**src/verilog/ccc_target_pkg.sv**
```systemverilog
`default_nettype none

package ccc_target_pkg;

  typedef enum logic {
    RX_ZERO_PRE = 1'b0,  // Single 0 preamble bit
    RX_BYTE     = 1'b1   // Eight data bits plus odd parity
  } rx_mode_e;

  typedef enum logic {
    TX_ONE_PRE = 1'b0,  // Single 1 acknowledge bit
    TX_BYTE    = 1'b1   // Eight data bits plus odd parity
  } tx_mode_e;

  // Broadcast codes
  localparam logic [7:0] CCC_ENEC_BC       = 8'h00;
  localparam logic [7:0] CCC_DISEC_BC      = 8'h01;
  localparam logic [7:0] CCC_SETMWL_BC     = 8'h09;
  localparam logic [7:0] CCC_SETMRL_BC     = 8'h0A;
  localparam logic [7:0] CCC_RSTACT_BC     = 8'h2A;
  // Direct codes
  localparam logic [7:0] CCC_ENEC_DIR      = 8'h80;
  localparam logic [7:0] CCC_DISEC_DIR     = 8'h81;
  localparam logic [7:0] CCC_SETMWL_DIR    = 8'h89;
  localparam logic [7:0] CCC_SETMRL_DIR    = 8'h8A;
  localparam logic [7:0] CCC_GETMWL_DIR    = 8'h8B;
  localparam logic [7:0] CCC_GETMRL_DIR    = 8'h8C;
  localparam logic [7:0] CCC_GETPID_DIR    = 8'h8D;
  localparam logic [7:0] CCC_GETBCR_DIR    = 8'h8E;
  localparam logic [7:0] CCC_GETDCR_DIR    = 8'h8F;
  localparam logic [7:0] CCC_GETSTATUS_DIR = 8'h90;
  localparam logic [7:0] CCC_RSTACT_DIR    = 8'h9A;

  localparam int STATUS_PROTO_ERR_BIT = 5;  // Sticky error in status low byte

  // Multi-byte fields are consecutive with high byte first
  typedef enum logic [4:0] {
    REGF_MWL_H    = 5'd0,
    REGF_MWL_L    = 5'd1,
    REGF_MRL_H    = 5'd2,
    REGF_MRL_L    = 5'd3,
    REGF_EVENT_EN = 5'd4,
    REGF_STATUS_H = 5'd5,
    REGF_STATUS_L = 5'd6,
    REGF_RSTACT   = 5'd7,
    REGF_PID0     = 5'd8,   // Most significant PID byte
    REGF_PID1     = 5'd9,
    REGF_PID2     = 5'd10,
    REGF_PID3     = 5'd11,
    REGF_PID4     = 5'd12,
    REGF_PID5     = 5'd13,
    REGF_BCR      = 5'd14,
    REGF_DCR      = 5'd15
  } regf_addr_e;

  typedef struct packed {
    logic       wr;     // Write strobe
    logic       rd;     // Read level
    regf_addr_e addr;
    logic [7:0] wdata;
  } regf_req_t;

  typedef struct packed {
    logic [7:0] ccc;  // Code of the command
    logic       ok;
    logic       nack;  // Unsupported code
    logic       err;   // Preamble or parity failure
  } ccc_result_t;

endpackage

`default_nettype wire

```
**src/verilog/ccc_target_ctrl.sv**
```systemverilog
`timescale 1ns/100ps
`default_nettype none

module ccc_target_ctrl import ccc_target_pkg::*; (
  input  logic        i_sys_clk,
  input  logic        i_sys_rst,
  input  logic        i_engine_en,
  input  logic        i_rx_done,
  input  logic        i_rx_error,
  input  logic [7:0]  i_rx_byte,
  input  logic        i_tx_done,
  output logic        o_rx_en,
  output rx_mode_e    o_rx_mode,
  output logic        o_tx_start,
  output tx_mode_e    o_tx_mode,
  output regf_req_t   o_regf_req,
  output logic        o_engine_done,
  output ccc_result_t o_ccc_result
);

  typedef enum logic [2:0] {
    S_IDLE, S_PRE, S_ACK, S_CMD, S_DECODE, S_RX, S_TX, S_FINISH
  } state_e;

  state_e     state_q, state_d;
  logic [7:0] ccc_q;                  // Current command code
  regf_addr_e addr_q;                 // Address of byte in flight
  logic [2:0] cnt_q;                  // Bytes already handled
  logic [2:0] len_q;                  // Payload length of command
  logic       ok_q, nack_q, err_q;    // Result flags
  logic       fin_ok, fin_nack, fin_err;

  logic [7:0] lut_code;               // Incoming byte while in command phase
  logic       lut_ok;                 // Code is supported
  logic       lut_get;                // Target sends payload
  logic [2:0] lut_len;
  regf_addr_e lut_addr;
  logic       last_byte;

  assign lut_code = (state_q == S_CMD) ? i_rx_byte : ccc_q;

  // Per-code payload description
  always_comb begin
    lut_ok   = 1'b1;
    lut_get  = 1'b0;
    lut_len  = 3'd1;
    lut_addr = REGF_EVENT_EN;
    case (lut_code)
      CCC_ENEC_BC, CCC_ENEC_DIR,
      CCC_DISEC_BC, CCC_DISEC_DIR: lut_addr = REGF_EVENT_EN;  // One mask byte
      CCC_SETMWL_BC, CCC_SETMWL_DIR: begin
        lut_len  = 3'd2;
        lut_addr = REGF_MWL_H;
      end
      CCC_SETMRL_BC, CCC_SETMRL_DIR: begin
        lut_len  = 3'd2;
        lut_addr = REGF_MRL_H;
      end
      CCC_RSTACT_BC, CCC_RSTACT_DIR: lut_addr = REGF_RSTACT;  // Defining byte
      CCC_GETMWL_DIR: begin
        lut_get  = 1'b1;
        lut_len  = 3'd2;
        lut_addr = REGF_MWL_H;
      end
      CCC_GETMRL_DIR: begin
        lut_get  = 1'b1;
        lut_len  = 3'd2;
        lut_addr = REGF_MRL_H;
      end
      CCC_GETSTATUS_DIR: begin
        lut_get  = 1'b1;
        lut_len  = 3'd2;
        lut_addr = REGF_STATUS_H;
      end
      CCC_GETPID_DIR: begin
        lut_get  = 1'b1;
        lut_len  = 3'd6;               // PID0 up to PID5
        lut_addr = REGF_PID0;
      end
      CCC_GETBCR_DIR: begin
        lut_get  = 1'b1;
        lut_addr = REGF_BCR;
      end
      CCC_GETDCR_DIR: begin
        lut_get  = 1'b1;
        lut_addr = REGF_DCR;
      end
      default: lut_ok = 1'b0;          // Ends in NACK
    endcase
  end

  assign last_byte = (cnt_q == len_q - 3'd1);

  always_comb begin
    state_d    = state_q;
    o_rx_en    = 1'b0;
    o_rx_mode  = RX_BYTE;
    o_tx_start = 1'b0;
    o_tx_mode  = TX_BYTE;
    o_regf_req = '0;
    fin_ok     = 1'b0;
    fin_nack   = 1'b0;
    fin_err    = 1'b0;
    if (!i_engine_en && state_q != S_IDLE && state_q != S_FINISH) begin
      state_d = S_IDLE;                // Abort without done pulse
    end else begin
      case (state_q)
        S_IDLE: if (i_engine_en) state_d = S_PRE;
        S_PRE: begin
          o_rx_en   = 1'b1;
          o_rx_mode = RX_ZERO_PRE;
          if (i_rx_done) begin
            state_d    = S_ACK;
            o_tx_start = 1'b1;         // Answer with 1 preamble
            o_tx_mode  = TX_ONE_PRE;
          end else if (i_rx_error) begin
            state_d = S_FINISH;
            fin_err = 1'b1;
          end
        end
        S_ACK: if (i_tx_done) state_d = S_CMD;
        S_CMD: begin
          o_rx_en = 1'b1;
          if (i_rx_done) begin
            if (!lut_ok) begin
              state_d  = S_FINISH;     // Unsupported code
              fin_nack = 1'b1;
            end else begin
              state_d = S_DECODE;
            end
          end else if (i_rx_error) begin
            state_d = S_FINISH;        // Bad CCC parity
            fin_err = 1'b1;
          end
        end
        S_DECODE: begin
          if (lut_get) begin
            state_d         = S_TX;
            o_tx_start      = 1'b1;    // First byte from start address
            o_regf_req.rd   = 1'b1;
            o_regf_req.addr = lut_addr;
          end else begin
            state_d = S_RX;
          end
        end
        S_RX: begin
          o_rx_en = 1'b1;
          if (i_rx_done) begin
            o_regf_req.wr    = 1'b1;
            o_regf_req.addr  = addr_q;
            o_regf_req.wdata = i_rx_byte;
            if (last_byte) begin
              state_d = S_FINISH;
              fin_ok  = 1'b1;
            end
          end else if (i_rx_error) begin
            state_d = S_FINISH;
            fin_err = 1'b1;
          end
        end
        S_TX: begin
          if (i_tx_done) begin
            if (last_byte) begin
              state_d = S_FINISH;
              fin_ok  = 1'b1;
            end else begin
              o_tx_start      = 1'b1;  // Next register byte
              o_regf_req.rd   = 1'b1;
              o_regf_req.addr = regf_addr_e'(addr_q + 5'd1);
            end
          end
        end
        S_FINISH: state_d = S_IDLE;    // Done pulse cycle
        default:  state_d = S_IDLE;
      endcase
    end
  end

  always_ff @(posedge i_sys_clk or negedge i_sys_rst) begin
    if (!i_sys_rst) begin
      state_q <= S_IDLE;
      ccc_q   <= 8'h00;
      addr_q  <= REGF_MWL_H;
      cnt_q   <= 3'd0;
      len_q   <= 3'd1;
      ok_q    <= 1'b0;
      nack_q  <= 1'b0;
      err_q   <= 1'b0;
    end else begin
      state_q <= state_d;
      if (state_q == S_CMD && (i_rx_done || i_rx_error)) ccc_q <= i_rx_byte;
      if (state_q == S_DECODE) begin
        addr_q <= lut_addr;
        len_q  <= lut_len;
        cnt_q  <= 3'd0;
      end else if (o_regf_req.wr || (state_q == S_TX && o_tx_start)) begin
        addr_q <= regf_addr_e'(addr_q + 5'd1);  // Step per byte
        cnt_q  <= cnt_q + 3'd1;
      end
      if (state_d == S_FINISH) begin
        ok_q   <= fin_ok;
        nack_q <= fin_nack;
        err_q  <= fin_err;
      end
    end
  end

  assign o_engine_done = (state_q == S_FINISH);
  assign o_ccc_result  = '{ccc: ccc_q, ok: ok_q, nack: nack_q, err: err_q};

endmodule

`default_nettype wire

```
**src/verilog/ccc_rx_deframer.sv**
```systemverilog
`timescale 1ns/100ps
`default_nettype none

module ccc_rx_deframer import ccc_target_pkg::*; (
  input  logic       i_sys_clk,
  input  logic       i_sys_rst,
  input  logic       i_rx_en,
  input  rx_mode_e   i_rx_mode,
  input  logic       i_bit_stb,
  input  logic       i_bit_data,
  output logic       o_rx_done,
  output logic       o_rx_error,
  output logic [7:0] o_rx_byte
);

  logic [7:0] shift_q;   // Data bits, MSB first
  logic [3:0] cnt_q;     // Bits taken of current byte
  logic       par_q;     // Running XOR of data bits
  logic       done_q, err_q;
  logic       par_bit;   // Ninth bit of a byte

  assign par_bit = (i_rx_mode == RX_BYTE) && (cnt_q == 4'd8);

  always_ff @(posedge i_sys_clk or negedge i_sys_rst) begin
    if (!i_sys_rst) begin
      cnt_q  <= 4'd0;
      par_q  <= 1'b0;
      done_q <= 1'b0;
      err_q  <= 1'b0;
    end else begin
      done_q <= 1'b0;
      err_q  <= 1'b0;
      if (!i_rx_en) begin
        cnt_q <= 4'd0;                 // Restart between phases
        par_q <= 1'b0;
      end else if (i_bit_stb) begin
        if (i_rx_mode == RX_ZERO_PRE) begin
          done_q <= ~i_bit_data;       // Preamble must be 0
          err_q  <= i_bit_data;
        end else if (par_bit) begin
          cnt_q  <= 4'd0;
          par_q  <= 1'b0;
          done_q <= par_q ^ i_bit_data;   // Odd over nine bits
          err_q  <= ~(par_q ^ i_bit_data);
        end else begin
          cnt_q <= cnt_q + 4'd1;
          par_q <= par_q ^ i_bit_data;
        end
      end
    end
  end

  // Parity bit is not shifted in
  always_ff @(posedge i_sys_clk) begin
    if (i_rx_en && i_bit_stb && i_rx_mode == RX_BYTE && !par_bit) begin
      shift_q <= {shift_q[6:0], i_bit_data};
    end
  end

  assign o_rx_done  = done_q;
  assign o_rx_error = err_q;
  assign o_rx_byte  = shift_q;

endmodule

`default_nettype wire

```
**src/verilog/ccc_tx_framer.sv**
```systemverilog
`timescale 1ns/100ps
`default_nettype none

module ccc_tx_framer import ccc_target_pkg::*; (
  input  logic       i_sys_clk,
  input  logic       i_sys_rst,
  input  logic       i_tx_start,
  input  tx_mode_e   i_tx_mode,
  input  logic [7:0] i_tx_byte,
  input  logic       i_bit_stb,
  output logic       o_sda_out,
  output logic       o_sda_oe,
  output logic       o_tx_done
);

  logic [8:0] shreg_q;   // Bit on SDA is the MSB
  logic [3:0] left_q;    // Bits still to send
  logic       busy_q;
  logic       done_q;

  always_ff @(posedge i_sys_clk or negedge i_sys_rst) begin
    if (!i_sys_rst) begin
      left_q <= 4'd0;
      busy_q <= 1'b0;
      done_q <= 1'b0;
    end else begin
      done_q <= 1'b0;
      if (i_tx_start) begin
        busy_q <= 1'b1;
        left_q <= (i_tx_mode == TX_BYTE) ? 4'd9 : 4'd1;
      end else if (busy_q && i_bit_stb) begin
        left_q <= left_q - 4'd1;       // Master sampled current bit
        if (left_q == 4'd1) begin
          busy_q <= 1'b0;              // Release SDA with done
          done_q <= 1'b1;
        end
      end
    end
  end

  always_ff @(posedge i_sys_clk) begin
    if (i_tx_start) begin
      if (i_tx_mode == TX_BYTE) begin
        shreg_q <= {i_tx_byte, ~^i_tx_byte};  // Odd parity appended
      end else begin
        shreg_q <= 9'h100;             // Lone 1 preamble
      end
    end else if (busy_q && i_bit_stb) begin
      shreg_q <= {shreg_q[7:0], 1'b0};
    end
  end

  assign o_sda_out = shreg_q[8];
  assign o_sda_oe  = busy_q;
  assign o_tx_done = done_q;

endmodule

`default_nettype wire

```
**src/verilog/ccc_target_regf.sv**
```systemverilog
`timescale 1ns/100ps
`default_nettype none

module ccc_target_regf import ccc_target_pkg::*; #(
  parameter logic [15:0] MWL_RESET = 16'h0100,
  parameter logic [15:0] MRL_RESET = 16'h0100,
  parameter logic [47:0] PID       = 48'h0000_0000_0000,
  parameter logic [7:0]  BCR       = 8'h00,
  parameter logic [7:0]  DCR       = 8'h00
) (
  input  logic       i_sys_clk,
  input  logic       i_sys_rst,
  input  regf_req_t  i_req,
  input  logic       i_proto_err,
  input  logic [7:0] i_ccc,
  output logic [7:0] o_rdata,
  output logic [3:0] o_event_en,
  output logic [7:0] o_rstact_def
);

  logic [15:0] mwl_q;
  logic [15:0] mrl_q;
  logic [3:0]  event_en_q;
  logic        proto_err_q;   // Sticky until status read
  logic [7:0]  rstact_q;
  logic        is_enec, is_disec;

  assign is_enec  = (i_ccc == CCC_ENEC_BC)  || (i_ccc == CCC_ENEC_DIR);
  assign is_disec = (i_ccc == CCC_DISEC_BC) || (i_ccc == CCC_DISEC_DIR);

  always_ff @(posedge i_sys_clk or negedge i_sys_rst) begin
    if (!i_sys_rst) begin
      mwl_q       <= MWL_RESET;
      mrl_q       <= MRL_RESET;
      event_en_q  <= 4'hF;             // All events enabled
      proto_err_q <= 1'b0;
      rstact_q    <= 8'h00;
    end else begin
      if (i_req.wr) begin
        case (i_req.addr)
          REGF_MWL_H: mwl_q[15:8] <= i_req.wdata;
          REGF_MWL_L: mwl_q[7:0]  <= i_req.wdata;
          REGF_MRL_H: mrl_q[15:8] <= i_req.wdata;
          REGF_MRL_L: mrl_q[7:0]  <= i_req.wdata;
          REGF_EVENT_EN: begin
            if (is_enec)  event_en_q <= event_en_q | i_req.wdata[3:0];   // Set mask
            if (is_disec) event_en_q <= event_en_q & ~i_req.wdata[3:0];  // Clear mask
          end
          REGF_RSTACT: rstact_q <= i_req.wdata;
          default: ;                   // Read-only bytes
        endcase
      end
      // New error wins over clear
      if (i_proto_err) begin
        proto_err_q <= 1'b1;
      end else if (i_req.rd && i_req.addr == REGF_STATUS_L) begin
        proto_err_q <= 1'b0;
      end
    end
  end

  always_comb begin
    o_rdata = 8'h00;
    case (i_req.addr)
      REGF_MWL_H:    o_rdata = mwl_q[15:8];
      REGF_MWL_L:    o_rdata = mwl_q[7:0];
      REGF_MRL_H:    o_rdata = mrl_q[15:8];
      REGF_MRL_L:    o_rdata = mrl_q[7:0];
      REGF_EVENT_EN: o_rdata = {4'h0, event_en_q};
      REGF_STATUS_H: o_rdata = 8'h00;
      REGF_STATUS_L: o_rdata[STATUS_PROTO_ERR_BIT] = proto_err_q;
      REGF_RSTACT:   o_rdata = rstact_q;
      REGF_PID0:     o_rdata = PID[47:40];
      REGF_PID1:     o_rdata = PID[39:32];
      REGF_PID2:     o_rdata = PID[31:24];
      REGF_PID3:     o_rdata = PID[23:16];
      REGF_PID4:     o_rdata = PID[15:8];
      REGF_PID5:     o_rdata = PID[7:0];
      REGF_BCR:      o_rdata = BCR;
      REGF_DCR:      o_rdata = DCR;
      default:       o_rdata = 8'h00;
    endcase
  end

  assign o_event_en   = event_en_q;
  assign o_rstact_def = rstact_q;

endmodule

`default_nettype wire

```
**src/verilog/ccc_target_top.sv**
```systemverilog
`timescale 1ns/100ps
`default_nettype none

module ccc_target_top import ccc_target_pkg::*; #(
  parameter logic [15:0] MWL_RESET = 16'h0100,
  parameter logic [15:0] MRL_RESET = 16'h0100,
  parameter logic [47:0] PID       = 48'h0000_0000_0000,
  parameter logic [7:0]  BCR       = 8'h00,
  parameter logic [7:0]  DCR       = 8'h00
) (
  input  logic        i_sys_clk,
  input  logic        i_sys_rst,
  input  logic        i_engine_en,
  input  logic        i_bit_stb,
  input  logic        i_bit_data,
  output logic        o_sda_out,
  output logic        o_sda_oe,
  output logic        o_engine_done,
  output ccc_result_t o_ccc_result,
  output logic [3:0]  o_event_en,
  output logic [7:0]  o_rstact_def
);

  logic       rx_en;
  rx_mode_e   rx_mode;
  logic       rx_done;
  logic       rx_error;        // Also sets sticky status bit
  logic [7:0] rx_byte;
  logic       tx_start;
  tx_mode_e   tx_mode;
  logic       tx_done;
  regf_req_t  regf_req;
  logic [7:0] regf_rdata;      // Feeds framer byte directly

  ccc_target_ctrl u_ctrl (
    .i_sys_clk     (i_sys_clk),
    .i_sys_rst     (i_sys_rst),
    .i_engine_en   (i_engine_en),
    .i_rx_done     (rx_done),
    .i_rx_error    (rx_error),
    .i_rx_byte     (rx_byte),
    .i_tx_done     (tx_done),
    .o_rx_en       (rx_en),
    .o_rx_mode     (rx_mode),
    .o_tx_start    (tx_start),
    .o_tx_mode     (tx_mode),
    .o_regf_req    (regf_req),
    .o_engine_done (o_engine_done),
    .o_ccc_result  (o_ccc_result)
  );

  ccc_rx_deframer u_rx (
    .i_sys_clk  (i_sys_clk),
    .i_sys_rst  (i_sys_rst),
    .i_rx_en    (rx_en),
    .i_rx_mode  (rx_mode),
    .i_bit_stb  (i_bit_stb),
    .i_bit_data (i_bit_data),
    .o_rx_done  (rx_done),
    .o_rx_error (rx_error),
    .o_rx_byte  (rx_byte)
  );

  ccc_tx_framer u_tx (
    .i_sys_clk  (i_sys_clk),
    .i_sys_rst  (i_sys_rst),
    .i_tx_start (tx_start),
    .i_tx_mode  (tx_mode),
    .i_tx_byte  (regf_rdata),
    .i_bit_stb  (i_bit_stb),
    .o_sda_out  (o_sda_out),
    .o_sda_oe   (o_sda_oe),
    .o_tx_done  (tx_done)
  );

  ccc_target_regf #(
    .MWL_RESET (MWL_RESET),
    .MRL_RESET (MRL_RESET),
    .PID       (PID),
    .BCR       (BCR),
    .DCR       (DCR)
  ) u_regf (
    .i_sys_clk    (i_sys_clk),
    .i_sys_rst    (i_sys_rst),
    .i_req        (regf_req),
    .i_proto_err  (rx_error),
    .i_ccc        (o_ccc_result.ccc),  // Live code selects ENEC or DISEC
    .o_rdata      (regf_rdata),
    .o_event_en   (o_event_en),
    .o_rstact_def (o_rstact_def)
  );

endmodule

`default_nettype wire

```
**config.mk**
```make
export PLATFORM = sky130hd
export DESIGN_NAME = ccc_target_top
export DESIGN_NICKNAME = d
export VERILOG_FILES = /design/src/verilog/ccc_target_pkg.sv /design/src/verilog/ccc_target_ctrl.sv /design/src/verilog/ccc_rx_deframer.sv /design/src/verilog/ccc_tx_framer.sv /design/src/verilog/ccc_target_regf.sv /design/src/verilog/ccc_target_top.sv
export SDC_FILE = /design/constraint.sdc
export NUM_CORES = 1
export LEC_CHECK = 0
export ABC_CLOCK_PERIOD_IN_PS = 10380
export BUFFER_PORTS_ARGS = -buffer_cell sky130_fd_sc_hd__buf_2
export CORE_ASPECT_RATIO = 1.5
export CORE_MARGIN = 2
export CORE_UTILIZATION = 39
export DETAILED_ROUTE_END_ITERATION = 12
export PLACE_DENSITY_LB_ADDON = 0.2
export SETUP_SLACK_MARGIN = 0.1
export SLEW_MARGIN = 40
export SYNTH_ARGS = -nofsm -noshare
export SYNTH_HDL_FRONTEND = slang
export SYNTH_SLANG_ARGS = --single-unit
```
**constraint.sdc**
```tcl
create_clock -name i_sys_clk -period 10.38 [get_ports i_sys_clk]
set_input_delay 0.519 -clock i_sys_clk [delete_from_list [all_inputs] [get_ports i_sys_clk]]
set_output_delay 0.519 -clock i_sys_clk [all_outputs]
set_load 0.1 [all_outputs]
```
==> results of run 1 <==
layer usage:
metal  GRT usage  vias to the layer above  share of wire
met5           0                        -              0
met4      0.0815                        0          0.034
met3      0.0247                       34          0.031
met2       0.355                      108           0.52
met1       0.255                     2219           0.41
li1            -                     2094              -
registers in the layout, indices dropped and copies added, names as in the netlist, 3 cells and up, named ones only:
name / cells
u_regf.mrl_q: 16
u_regf.mwl_q: 16
u_tx.shreg_q: 9
u_ctrl.ccc_q: 8
u_regf.o_rstact_def: 8
u_rx.o_rx_byte: 8
u_ctrl.addr_q: 5
u_rx.cnt_q: 4
u_tx.left_q: 4
u_ctrl.cnt_q: 3
u_ctrl.len_q: 3
u_ctrl.state_q: 3
metrics by stage:
step,instances,hold slack [ns]
after detailed placement,766,0.478
final,782,0.110
after floorplan,569,0.223
after CTS,782,0.130
after global placement,766,0.472
after global routing,782,0.149
cell families after synthesis:
logic type | count (synthesis) | synth area share
and+or+nand+nor | 192 | 0.177
AOI/OAI and AO/OA | 152 | 0.185
DFF | 100 | 0.451
buffers and inverters | 53 | 0.0441
muxes | 52 | 0.100
xor gates and xnor gates | 13 | 0.0274
adders and majority gates | 7 | 0.0152
how the worst max path moves through the flow:
| stage | to | slack [ns] |
|---|---|---|
| floorplan | u_tx.shreg_q[0] | 6.30 |
| global placement | u_tx.shreg_q[0] | 6.19 |
| detailed placement | u_tx.shreg_q[0] | 6.15 |
| CTS | u_tx.shreg_q[0] | 6.15 |
| global route | u_tx.shreg_q[0] | 5.86 |
| finish | u_tx.shreg_q[0] | 6.10 |
power by group through the flow:
stage	Clock, mW	Sequential [mW]	Combinational [mW]
global placement	0	0.441	0.0720
detailed placement	0	0.441	0.0744
global route	0.346	0.437	0.0858
finish	0.326	0.434	0.0735
floorplan	0	0.444	0.0477
CTS	0.332	0.434	0.0748
layout make-up:
type	count	area (um2)	area share
Inverter	22	82.6	0.0131
Clock buffer	9	225	0.0357
Clock inverter	7	56.3	0.00893
Sequential cell	100	2600	0.412
Timing Repair Buffer	32	168	0.0266
Tap cell	196	245	0.0389
Multi-Input combinational cell	416	2930	0.465
worst max-delay path, delay by kind of cell, from the launching register on:
kind	cells	cell delay, ns
AO/OA/AOI/OAI	5	1.71
AND/OR/NAND/NOR	3	0.82
XOR/XNOR	3	0.58
flip-flops	1	0.55
multiplexers	1	0.34
layout by cell type (no fill, tap or decap), drive strengths merged, types with 5 or more instances in the layout:
master	netlist	final
nor3	10	10
a21oi	23	23
nor2b	5	5
o21ai	51	51
and2	5	5
clkbuf	20	9
nand3	10	10
a22o	9	9
dfstp	7	7
o21a	7	7
nand3b	8	8
nand2b	6	6
mux2	40	40
o211ai	7	7
nand2	72	72
dfrtp	76	76
a31oi	10	10
mux2i	12	12
ha	7	7
edfxtp	17	17
xnor2	7	7
inv	22	26
buf	11	32
nor2	35	35
or2	5	5
==> run metrics, run 1 <==
status=finished clean; Synth top cells by count=dfrtp_1, nand2_1, o21ai_0; Primary FF master, synth=dfrtp_1; most frequent cell after synthesis=dfrtp_1; routed length per instance=19.6 um; pre-CTS WS=around 6 ns; crit-path cells=and3b_1 > a2111oi_0 > o21a_1 > a21oi_1 > o211ai_4 > and2_4 > mux2_4 > a221oi_4 > xnor2_1 > xnor3_2 > xor2_1 > nor2_1; top cell type's share of synthesized area=0.330; Post-CTS Repair Setup Buffers=0; Warnings, synthesis=0; Synth area leader=dfrtp_1; sequential power share=0.521; reg2reg end=u_tx.shreg_q[0]; slew margin rel.=0.456; first-pass GRT wire length=24.8 mm; final weighted congestion in routability-driven placement=0.873; hold-fix buffer count after cts=0; die area=roughly 16000 um2; Hold Crit Class=in2async; Pins Over Slew Limit=0; share of layout cells above drive strength 1=0.210; CP max stage delay=0.75 ns; Via Count=roughly 4500; area of the core=about 15000 um2; R2R Path Start=u_ctrl.state_q[1]; Area Overhead vs Synth=9.43%; switch share=0.269; vias in the first global route=4617; Routed Wire Length=between 15 and 20 mm; DP HPWL=about 11 mm; Worst setup startpoint=u_ctrl.state_q[1]; die height=153 um; Setup crit end kind=flop; Gates resized, CTS repair=0; power density cells=132 nW/um2; register area share after synthesis=0.451; # diodes=0; Setup Crit Path Kind=reg2reg; Pleak=2.82 nW; Seq cells post-synth=100; Mean Syn Cell Area=10.1 um2; required time of the critical path=~10 ns; synth top area cells=dfrtp_1, edfxtp_1, mux2_2; fmax=approximately 230 MHz; Post-synth EDFFs=17; Overall Global Routing Usage=0.205; clock tree buffer depth=2; TritonRoute pass-1 iters=5; final count of hold timing violations=0; setup_tns=0 ns; initial antenna violation count=0; largest net degree at the start of global routing=50; Min Clock Period, post-route=4.28 ns; Post-Synthesis Cells=569; Pint=between 0.6 and 0.7 mW; skew final=0.00716 ns; worst r2r path cells=12; Clock Latency Late Sink=roughly 0.35 ns; unrepaired setup endpoints after global routing=no; final worst-path cycle share=0.412; Final ANT Viol Nets=0; Port Buf Inserts=30; post-synth cell types=87; VDD IR max=roughly 0.097 mV; Horiz. Die Dim=103 um; clock slew at reported path FFs=about 0.070 ns; Root Driver=clkbuf_16; FF-to-FF setup slack=6.10 ns; Tot Pwr=approximately 0.83 mW; DR vias/cell=5.70; total CTS buffers=9; Final Worst Setup Slack=between 6 and 7 ns; DRC=0; IO Pins=31; total congestion overflow=0; Logic pwr share=0.088; H-tree level count=3; Initial DRC Count=about 270; Clk pwr share=0.391; Area after DPL=6010 um2; initial core utilization=0.396; Final Util=0.434; clock sink count=100; Post-Syn Nets=581; final setup vio count=0; CP max stage cell=a2111oi_0; Max FO, Critical Path=16; Mapped Area=5760 um2; Post-Layout Inst Area=6300 um2; Slew @ Worst Pin=0.814 ns; CTS tree=built; Max Cap Viol=0; Rows=54; Setup crit start kind=flop; data arrival time of the critical path=4.38 ns; Psw=0.224 mW; fin nets=593; Filler cells=roughly 1400; ys async rst share=0.830
No activity file was read; power rests on OpenSTA's default activity.
==> run 2: changes to the inputs <==
ABC_CLOCK_PERIOD_IN_PS = 3700   (was 10380)
clock period = 3.7 ns   (was 10.38 ns; I/O delays follow)
==> run metrics, run 2 (same netlist as run 1, synthesis figures left out) <==
Hold Crit Class=in2reg; initial core utilization=0.396 (unchanged); fin nets=705 (+19%); Routed Wire Length=17.1 mm (+12%); final count of hold timing violations=0 (unchanged); Area Overhead vs Synth=28.0%; die height=153 um (unchanged); Filler cells=1336 (-6.6%); commonest cells after routing, fill and taps aside=buf_4, nand2_1, dfrtp_1, o21ai_0, mux2_2; Setup crit end kind=flop; Max FO, Critical Path=5 (-11); Pins Over Slew Limit=0 (unchanged); slew margin rel.=0.550 (+0.0943); Min Clock Period, post-route=3.74 ns (-0.542 ns); clock slew at reported path FFs=0.07 ns (about the same); routed length per instance=19.1 um (-2.3%); Psw=0.625 mW (+180%); total CTS buffers=9 (unchanged); total congestion overflow=0 (unchanged); first-pass GRT wire length=27.4 mm (+10%); Final Worst Setup Slack=-0.0364 ns (-6.14 ns); Largest regs=u_regf.mrl_q: 16 flops, u_regf.mwl_q: 16 flops, u_tx.shreg_q: 9 flops; Slew @ Worst Pin=0.675 ns (-0.138 ns); final worst-path cycle share=1.01 (+0.598); VDD IR max=0.174 mV (+79%); Pleak=3.41 nW (+21%); unrepaired setup endpoints after global routing=yes; most common cell after layout, fill and taps aside=buf_4; Clock Latency Late Sink=0.36 ns (about the same); Rows=54 (unchanged); Pint=1.74 mW (+190%); clock sink count=100 (unchanged); Port Buf Inserts=30 (unchanged); switch share=0.264 (-0.00419); Setup crit start kind=flop; DP HPWL=12.7 mm (+12%); required time of the critical path=3.82 ns (-6.66 ns); failing checks=negative setup slack; status=finished with violations; post-route insts no fill=894 (+14%); data arrival time of the critical path=3.86 ns (-0.52 ns); Horiz. Die Dim=103 um (unchanged); largest net degree at the start of global routing=70 (+40%); sequential power share=0.513 (-0.008); initial antenna violation count=0 (unchanged); Setup Crit Path Kind=reg2reg; IO Pins=31 (unchanged); Root Driver=clkbuf_16; Logic pwr share=0.112 (+0.024); Tot Pwr=2.36 mW (+180%); Initial DRC Count=189 (-29%); DR vias/cell=5.47 (-4.0%); Clk pwr share=0.375 (-0.016); clock tree buffer depth=2 (unchanged); share of layout cells above drive strength 1=0.383 (+0.173); TritonRoute pass-1 iters=5 (unchanged); fmax=268 MHz (+15%); vias in the first global route=5052 (+9.4%); final setup vio count=1 (+1); # diodes=0 (unchanged); skew final=0.00742 ns (+0.000258 ns); Via Count=4888 (+9.7%); DRC=0 (unchanged); Max Cap Viol=0 (unchanged); Final ANT Viol Nets=0 (unchanged); H-tree level count=3 (unchanged); power density cells=321 nW/um2 (+140%); placed insts=863 (+13%); area of the core=14500 um2 (unchanged); die area=15800 um2 (unchanged); CTS tree=built; Overall Global Routing Usage=0.231 (+0.0254); final weighted congestion in routability-driven placement=0.913 (+4.5%)
==> run 2: changes by cell type in the layout (fill, tap and decap cells not counted), sizes merged <==
cell,previous run,this run
clkbuf,9,11
buf,32,143
inv,26,24
clkinvlp,0,1
dlygate4sd3,0,1
clkinv,3,2
==> run 2: repair_timing <==
| item | in CTS | in global routing |
|---|---|---|
| pin swaps | 18 | 11 |
| hold buffers | 1 | 0 |
| resized for setup | 28 | 13 |
| setup endpoints to repair | 6 | 3 |
| hold endpoints to repair | 61 | 0 |
| setup buffers | 9 | 5 |
==> run 2: final cells by class <==
| type | instances | area [um2] | share of cell area |
|---|---|---|---|
| Timing Repair Buffer | 144 | 1030 | 0.140 |
| Clock buffer | 11 | 233 | 0.0316 |
| Clock inverter | 5 | 35.0 | 0.00475 |
| Tap cell | 196 | 245 | 0.0333 |
| Multi-Input combinational cell | 416 | 3130 | 0.424 |
| Inverter | 22 | 82.6 | 0.0112 |
| Sequential cell | 100 | 2620 | 0.355 |
==> run 2: worst paths after layout <==
| check | from | end | slack [ns] | cells past startpoint |
|---|---|---|---|---|
| worst max-delay path | u_rx.o_rx_byte[0] | u_tx.shreg_q[0] | -0.04 | 13 |
| worst min-delay path | i_bit_data | u_rx.o_rx_byte[0] | 0.08 | 1 |
| worst max register to register | u_rx.o_rx_byte[0] | u_tx.shreg_q[0] | -0.04 | 13 |
| worst min register to register | u_ctrl.len_q[2] | u_ctrl.len_q[2] | 0.49 | 2 |
| max in group asynchronous | i_sys_rst | u_regf.o_rstact_def[7] | 2.61 | 3 |
| min in group asynchronous | i_sys_rst | u_ctrl.nack_q | 0.38 | 2 |
==> run 2: layer usage <==
metal	up-vias	part of all wire	track usage
li1	2319	-	-
met1	2409	0.39	0.266
met2	119	0.54	0.407
met3	41	0.024	0.0316
met4	0	0.041	0.114
met5	-	0	0
==> run 2: worst max-delay path: stages, from the launching register on <==
cell       delay, ns
edfxtp_1        0.45
or2_2           0.33
or4_4           0.53
o211ai_2        0.15
a21oi_1         0.19
o211ai_4        0.25
and2_4          0.23
buf_4           0.14
mux2i_1         0.20
o2bb2ai_1       0.09
a221o_1         0.34
xnor3_1         0.37
xor2_1          0.16
nor2_1          0.06
==> run 2: power by group through the flow <==
stage / combinational [mW] / clock [mW] / sequential (mW)
after floorplan: 0.134 / 0 / 1.25
after global placement: 0.225 / 0 / 1.23
after detailed placement: 0.237 / 0 / 1.23
after CTS: 0.252 / 0.911 / 1.21
after global routing: 0.299 / 0.965 / 1.22
final: 0.265 / 0.886 / 1.21
==> run 2: per-stage QoR <==
step | hold slack [ns] | setup WS [ns] | utilization | cell area (um2) | TNS, ns
floorplan | -0.111 | 0.0317 | - | 5820 | 0
global placement | 0.376 | -0.205 | 0.467 | 6790 | -0.205
detailed placement | 0.253 | -0.224 | 0.468 | 6800 | -0.224
CTS | 0.0789 | -0.0533 | 0.501 | 7280 | -0.0533
global route | 0.0836 | -0.136 | 0.507 | 7370 | -0.262
finish | 0.0816 | -0.0364 | 0.507 | 7370 | -0.0364
==> run 3: changes to the inputs <==
ABC_AREA = 1   (was not set)
==> run metrics, run 3 <==
H-tree level count=3 (unchanged); setup_tns=0 ns (+0.0364 ns); Rows=54 (unchanged); Root Driver=clkbuf_16; post-synth cell types=48 (-45%); Area Overhead vs Synth=13.2%; area of the core=14400 um2 (-0.93%); hold_ws=0.0790 ns (-0.00254 ns); Clock Latency Late Sink=0.35 ns (about the same); register area share after synthesis=0.458 (+0.00676); TritonRoute pass-1 iters=5 (unchanged); clock sink count=100 (unchanged); Pleak=3.10 nW (-9.0%); final count of hold timing violations=0 (unchanged); Port Buf Inserts=30 (unchanged); Final Worst Setup Slack=0.424 ns (+0.461 ns); Logic pwr share=0.317 (+0.205); IO Pins=31 (unchanged); slew margin rel.=0.504 (-0.0461); Mapped Area=5670 um2 (-1.5%); clock slew at reported path FFs=0.07 ns (about the same); CTS tree=built; Overall Global Routing Usage=0.214 (-0.0168); share of layout cells above drive strength 1=0.150 (-0.233); largest net degree at the start of global routing=37 (-47%); pre-CTS WS=0.309 ns (+0.533 ns); Final ANT Viol Nets=0 (unchanged); ys async rst share=0.830 (unchanged); data arrival time of the critical path=3.38 ns (-0.48 ns); Clk pwr share=0.290 (-0.085); # diodes=0 (unchanged); Max FO, Critical Path=7 (+2); switch share=0.370 (+0.105); Pins Over Slew Limit=0 (unchanged); top cell type's share of synthesized area=0.335 (+0.00495); status=finished clean; Setup Crit Path Kind=reg2reg; DP HPWL=12.1 mm (-4.8%); initial antenna violation count=0 (unchanged); Seq cells post-synth=100 (unchanged); unrepaired setup endpoints after global routing=no; Hold Crit Class=in2reg; Synth top cells by count=nand2_1, inv_1, o21ai_0; fmax=305 MHz (+14%); Final Util=0.446 (-0.0613); clock tree buffer depth=2 (unchanged); Psw=1.29 mW (+110%); Primary FF master, synth=dfrtp_1; fin nets=775 (+9.9%); Synth area leader=dfrtp_1; Horiz. Die Dim=102 um (-0.71%); Post-Syn Nets=736 (+27%); power density cells=545 nW/um2 (+70%); final weighted congestion in routability-driven placement=0.956 (+4.7%); sequential power share=0.394 (-0.119); Post-synth EDFFs=17 (unchanged); commonest cells after routing, fill and taps aside=nand2_1, inv_1, o21ai_0, dfrtp_1, nor2_1; die height=152 um (-0.72%); Warnings, synthesis=0 (unchanged); Tot Pwr=3.50 mW (+48%); total CTS buffers=9 (unchanged); first-pass GRT wire length=25.1 mm (-8.2%); DR vias/cell=5.19 (-5.0%); Routed Wire Length=15.6 mm (-9.0%); Largest regs=u_regf.mrl_q: 16 flops, u_regf.mwl_q: 16 flops, u_tx.shreg_q: 9 flops; routed length per instance=16.1 um (-16%); most common cell after layout, fill and taps aside=nand2_1; Via Count=5006 (+2.4%); most frequent cell after synthesis=nand2_1; Initial DRC Count=247 (+31%); Min Clock Period, post-route=3.28 ns (-0.461 ns); final worst-path cycle share=0.885 (-0.125); skew final=0.00780 ns (+0.000375 ns); total congestion overflow=0 (unchanged); final setup vio count=0 (-1); Pint=2.20 mW (+27%); synth top area cells=dfrtp_1, nand2_1, edfxtp_1; Max Cap Viol=0 (unchanged); die area=15600 um2 (-1.4%); Setup crit end kind=flop; Slew @ Worst Pin=0.742 ns (+0.0664 ns); vias in the first global route=5037 (-0.30%); Mean Syn Cell Area=7.84 um2 (-23%); VDD IR max=0.304 mV (+75%); DRC=0 (unchanged); Post-Synthesis Cells=724 (+27%); required time of the critical path=3.80 ns (-0.02 ns); Setup crit start kind=flop; initial core utilization=0.394 (-0.00219)
==> run 3: path summary, 6_finish.rpt <==
kind / start / end / slack (ns) / depth (start not counted)
setup / recovery: u_ctrl.len_q[0] / u_tx.shreg_q[0] / 0.42 / 24
hold reg to reg: u_rx.o_rx_byte[1] / u_rx.o_rx_byte[2] / 0.47 / 0
max in group asynchronous: i_sys_rst / async pin / 2.71 / 3
hold / removal: i_bit_data / u_rx.o_rx_byte[0] / 0.08 / 1
setup reg to reg: u_ctrl.len_q[0] / u_tx.shreg_q[0] / 0.42 / 24
min in group asynchronous: i_sys_rst / u_ctrl.ok_q / 0.30 / 2
==> run 3: logic make-up (layout without fill, tap and decap cells) <==
group           after synthesis  after routing  share of synthesized area
buf+inv                     106            150                     0.0800
compound gates              117            117                      0.115
flops                       100            100                      0.458
fa+ha+maj                     7              7                     0.0154
xor+xnor                     11             11                     0.0170
simple gates                383            383                      0.315
==> run 3: routing by layer <==
metal,wire [um],up-vias,track usage
li1,-,2459,-
met4,820,0,0.119
met2,8290,116,0.390
met3,455,42,0.0335
met5,0,-,0
met1,6000,2389,0.232
==> run 3: repair_timing <==
action                                 4_1_cts  5_1_grt
endpoints found under the hold margin       26        0
gates resized for setup                      0        6
buffers inserted                             0        2
hold buffers                                 1        0
setup endpoints to repair                    0        1
==> run 3: final cells by class <==
type,instances,area (um2)
fill,1433,7970
multi-input combinational,518,2640
sequential,100,2600
inverter,88,335
timing repair buffer,46,288
tap,196,245
clock buffer,9,225
clock inverter,7,90.1
==> run 3: metrics by stage <==
step	cells	cell area, um2
2_1_floorplan	724	5680
3_3_place_gp	944	6050
3_5_place_dp	945	6070
4_1_cts	962	6390
5_1_grt	964	6420
6_report	964	6420
==> run 3: power by group through the flow <==
stage,sequential [mW],clock [mW],combinational (mW)
4_1_cts,1.38,1.03,1.11
5_1_grt,1.39,1.08,1.25
6_report,1.38,1.01,1.11
2_1_floorplan,1.44,0,0.797
3_3_place_gp,1.39,0,1.08
3_5_place_dp,1.40,0,1.10
==> run 3: worst max-delay path: stages (launching register included) <==
cell and delay [ns]:
dfstp_2 0.53, inv_1 0.06, ha_1 0.30, xnor2_1 0.13
a21oi_1 0.07, nand2_2 0.14, nand2_2 0.11, nand2_1 0.07
o21ai_0 0.08, nand2_1 0.13, nand2_2 0.13, nor2_4 0.20
nand2_2 0.12, nor2_4 0.20, nand2_1 0.11, nand2_1 0.08
nor2_1 0.04, nand2_1 0.09, nand2_1 0.05, nand2_1 0.07
nand3_1 0.06, nand2_1 0.08, nand2_1 0.05, nand2_1 0.07
nor2_2 0.03
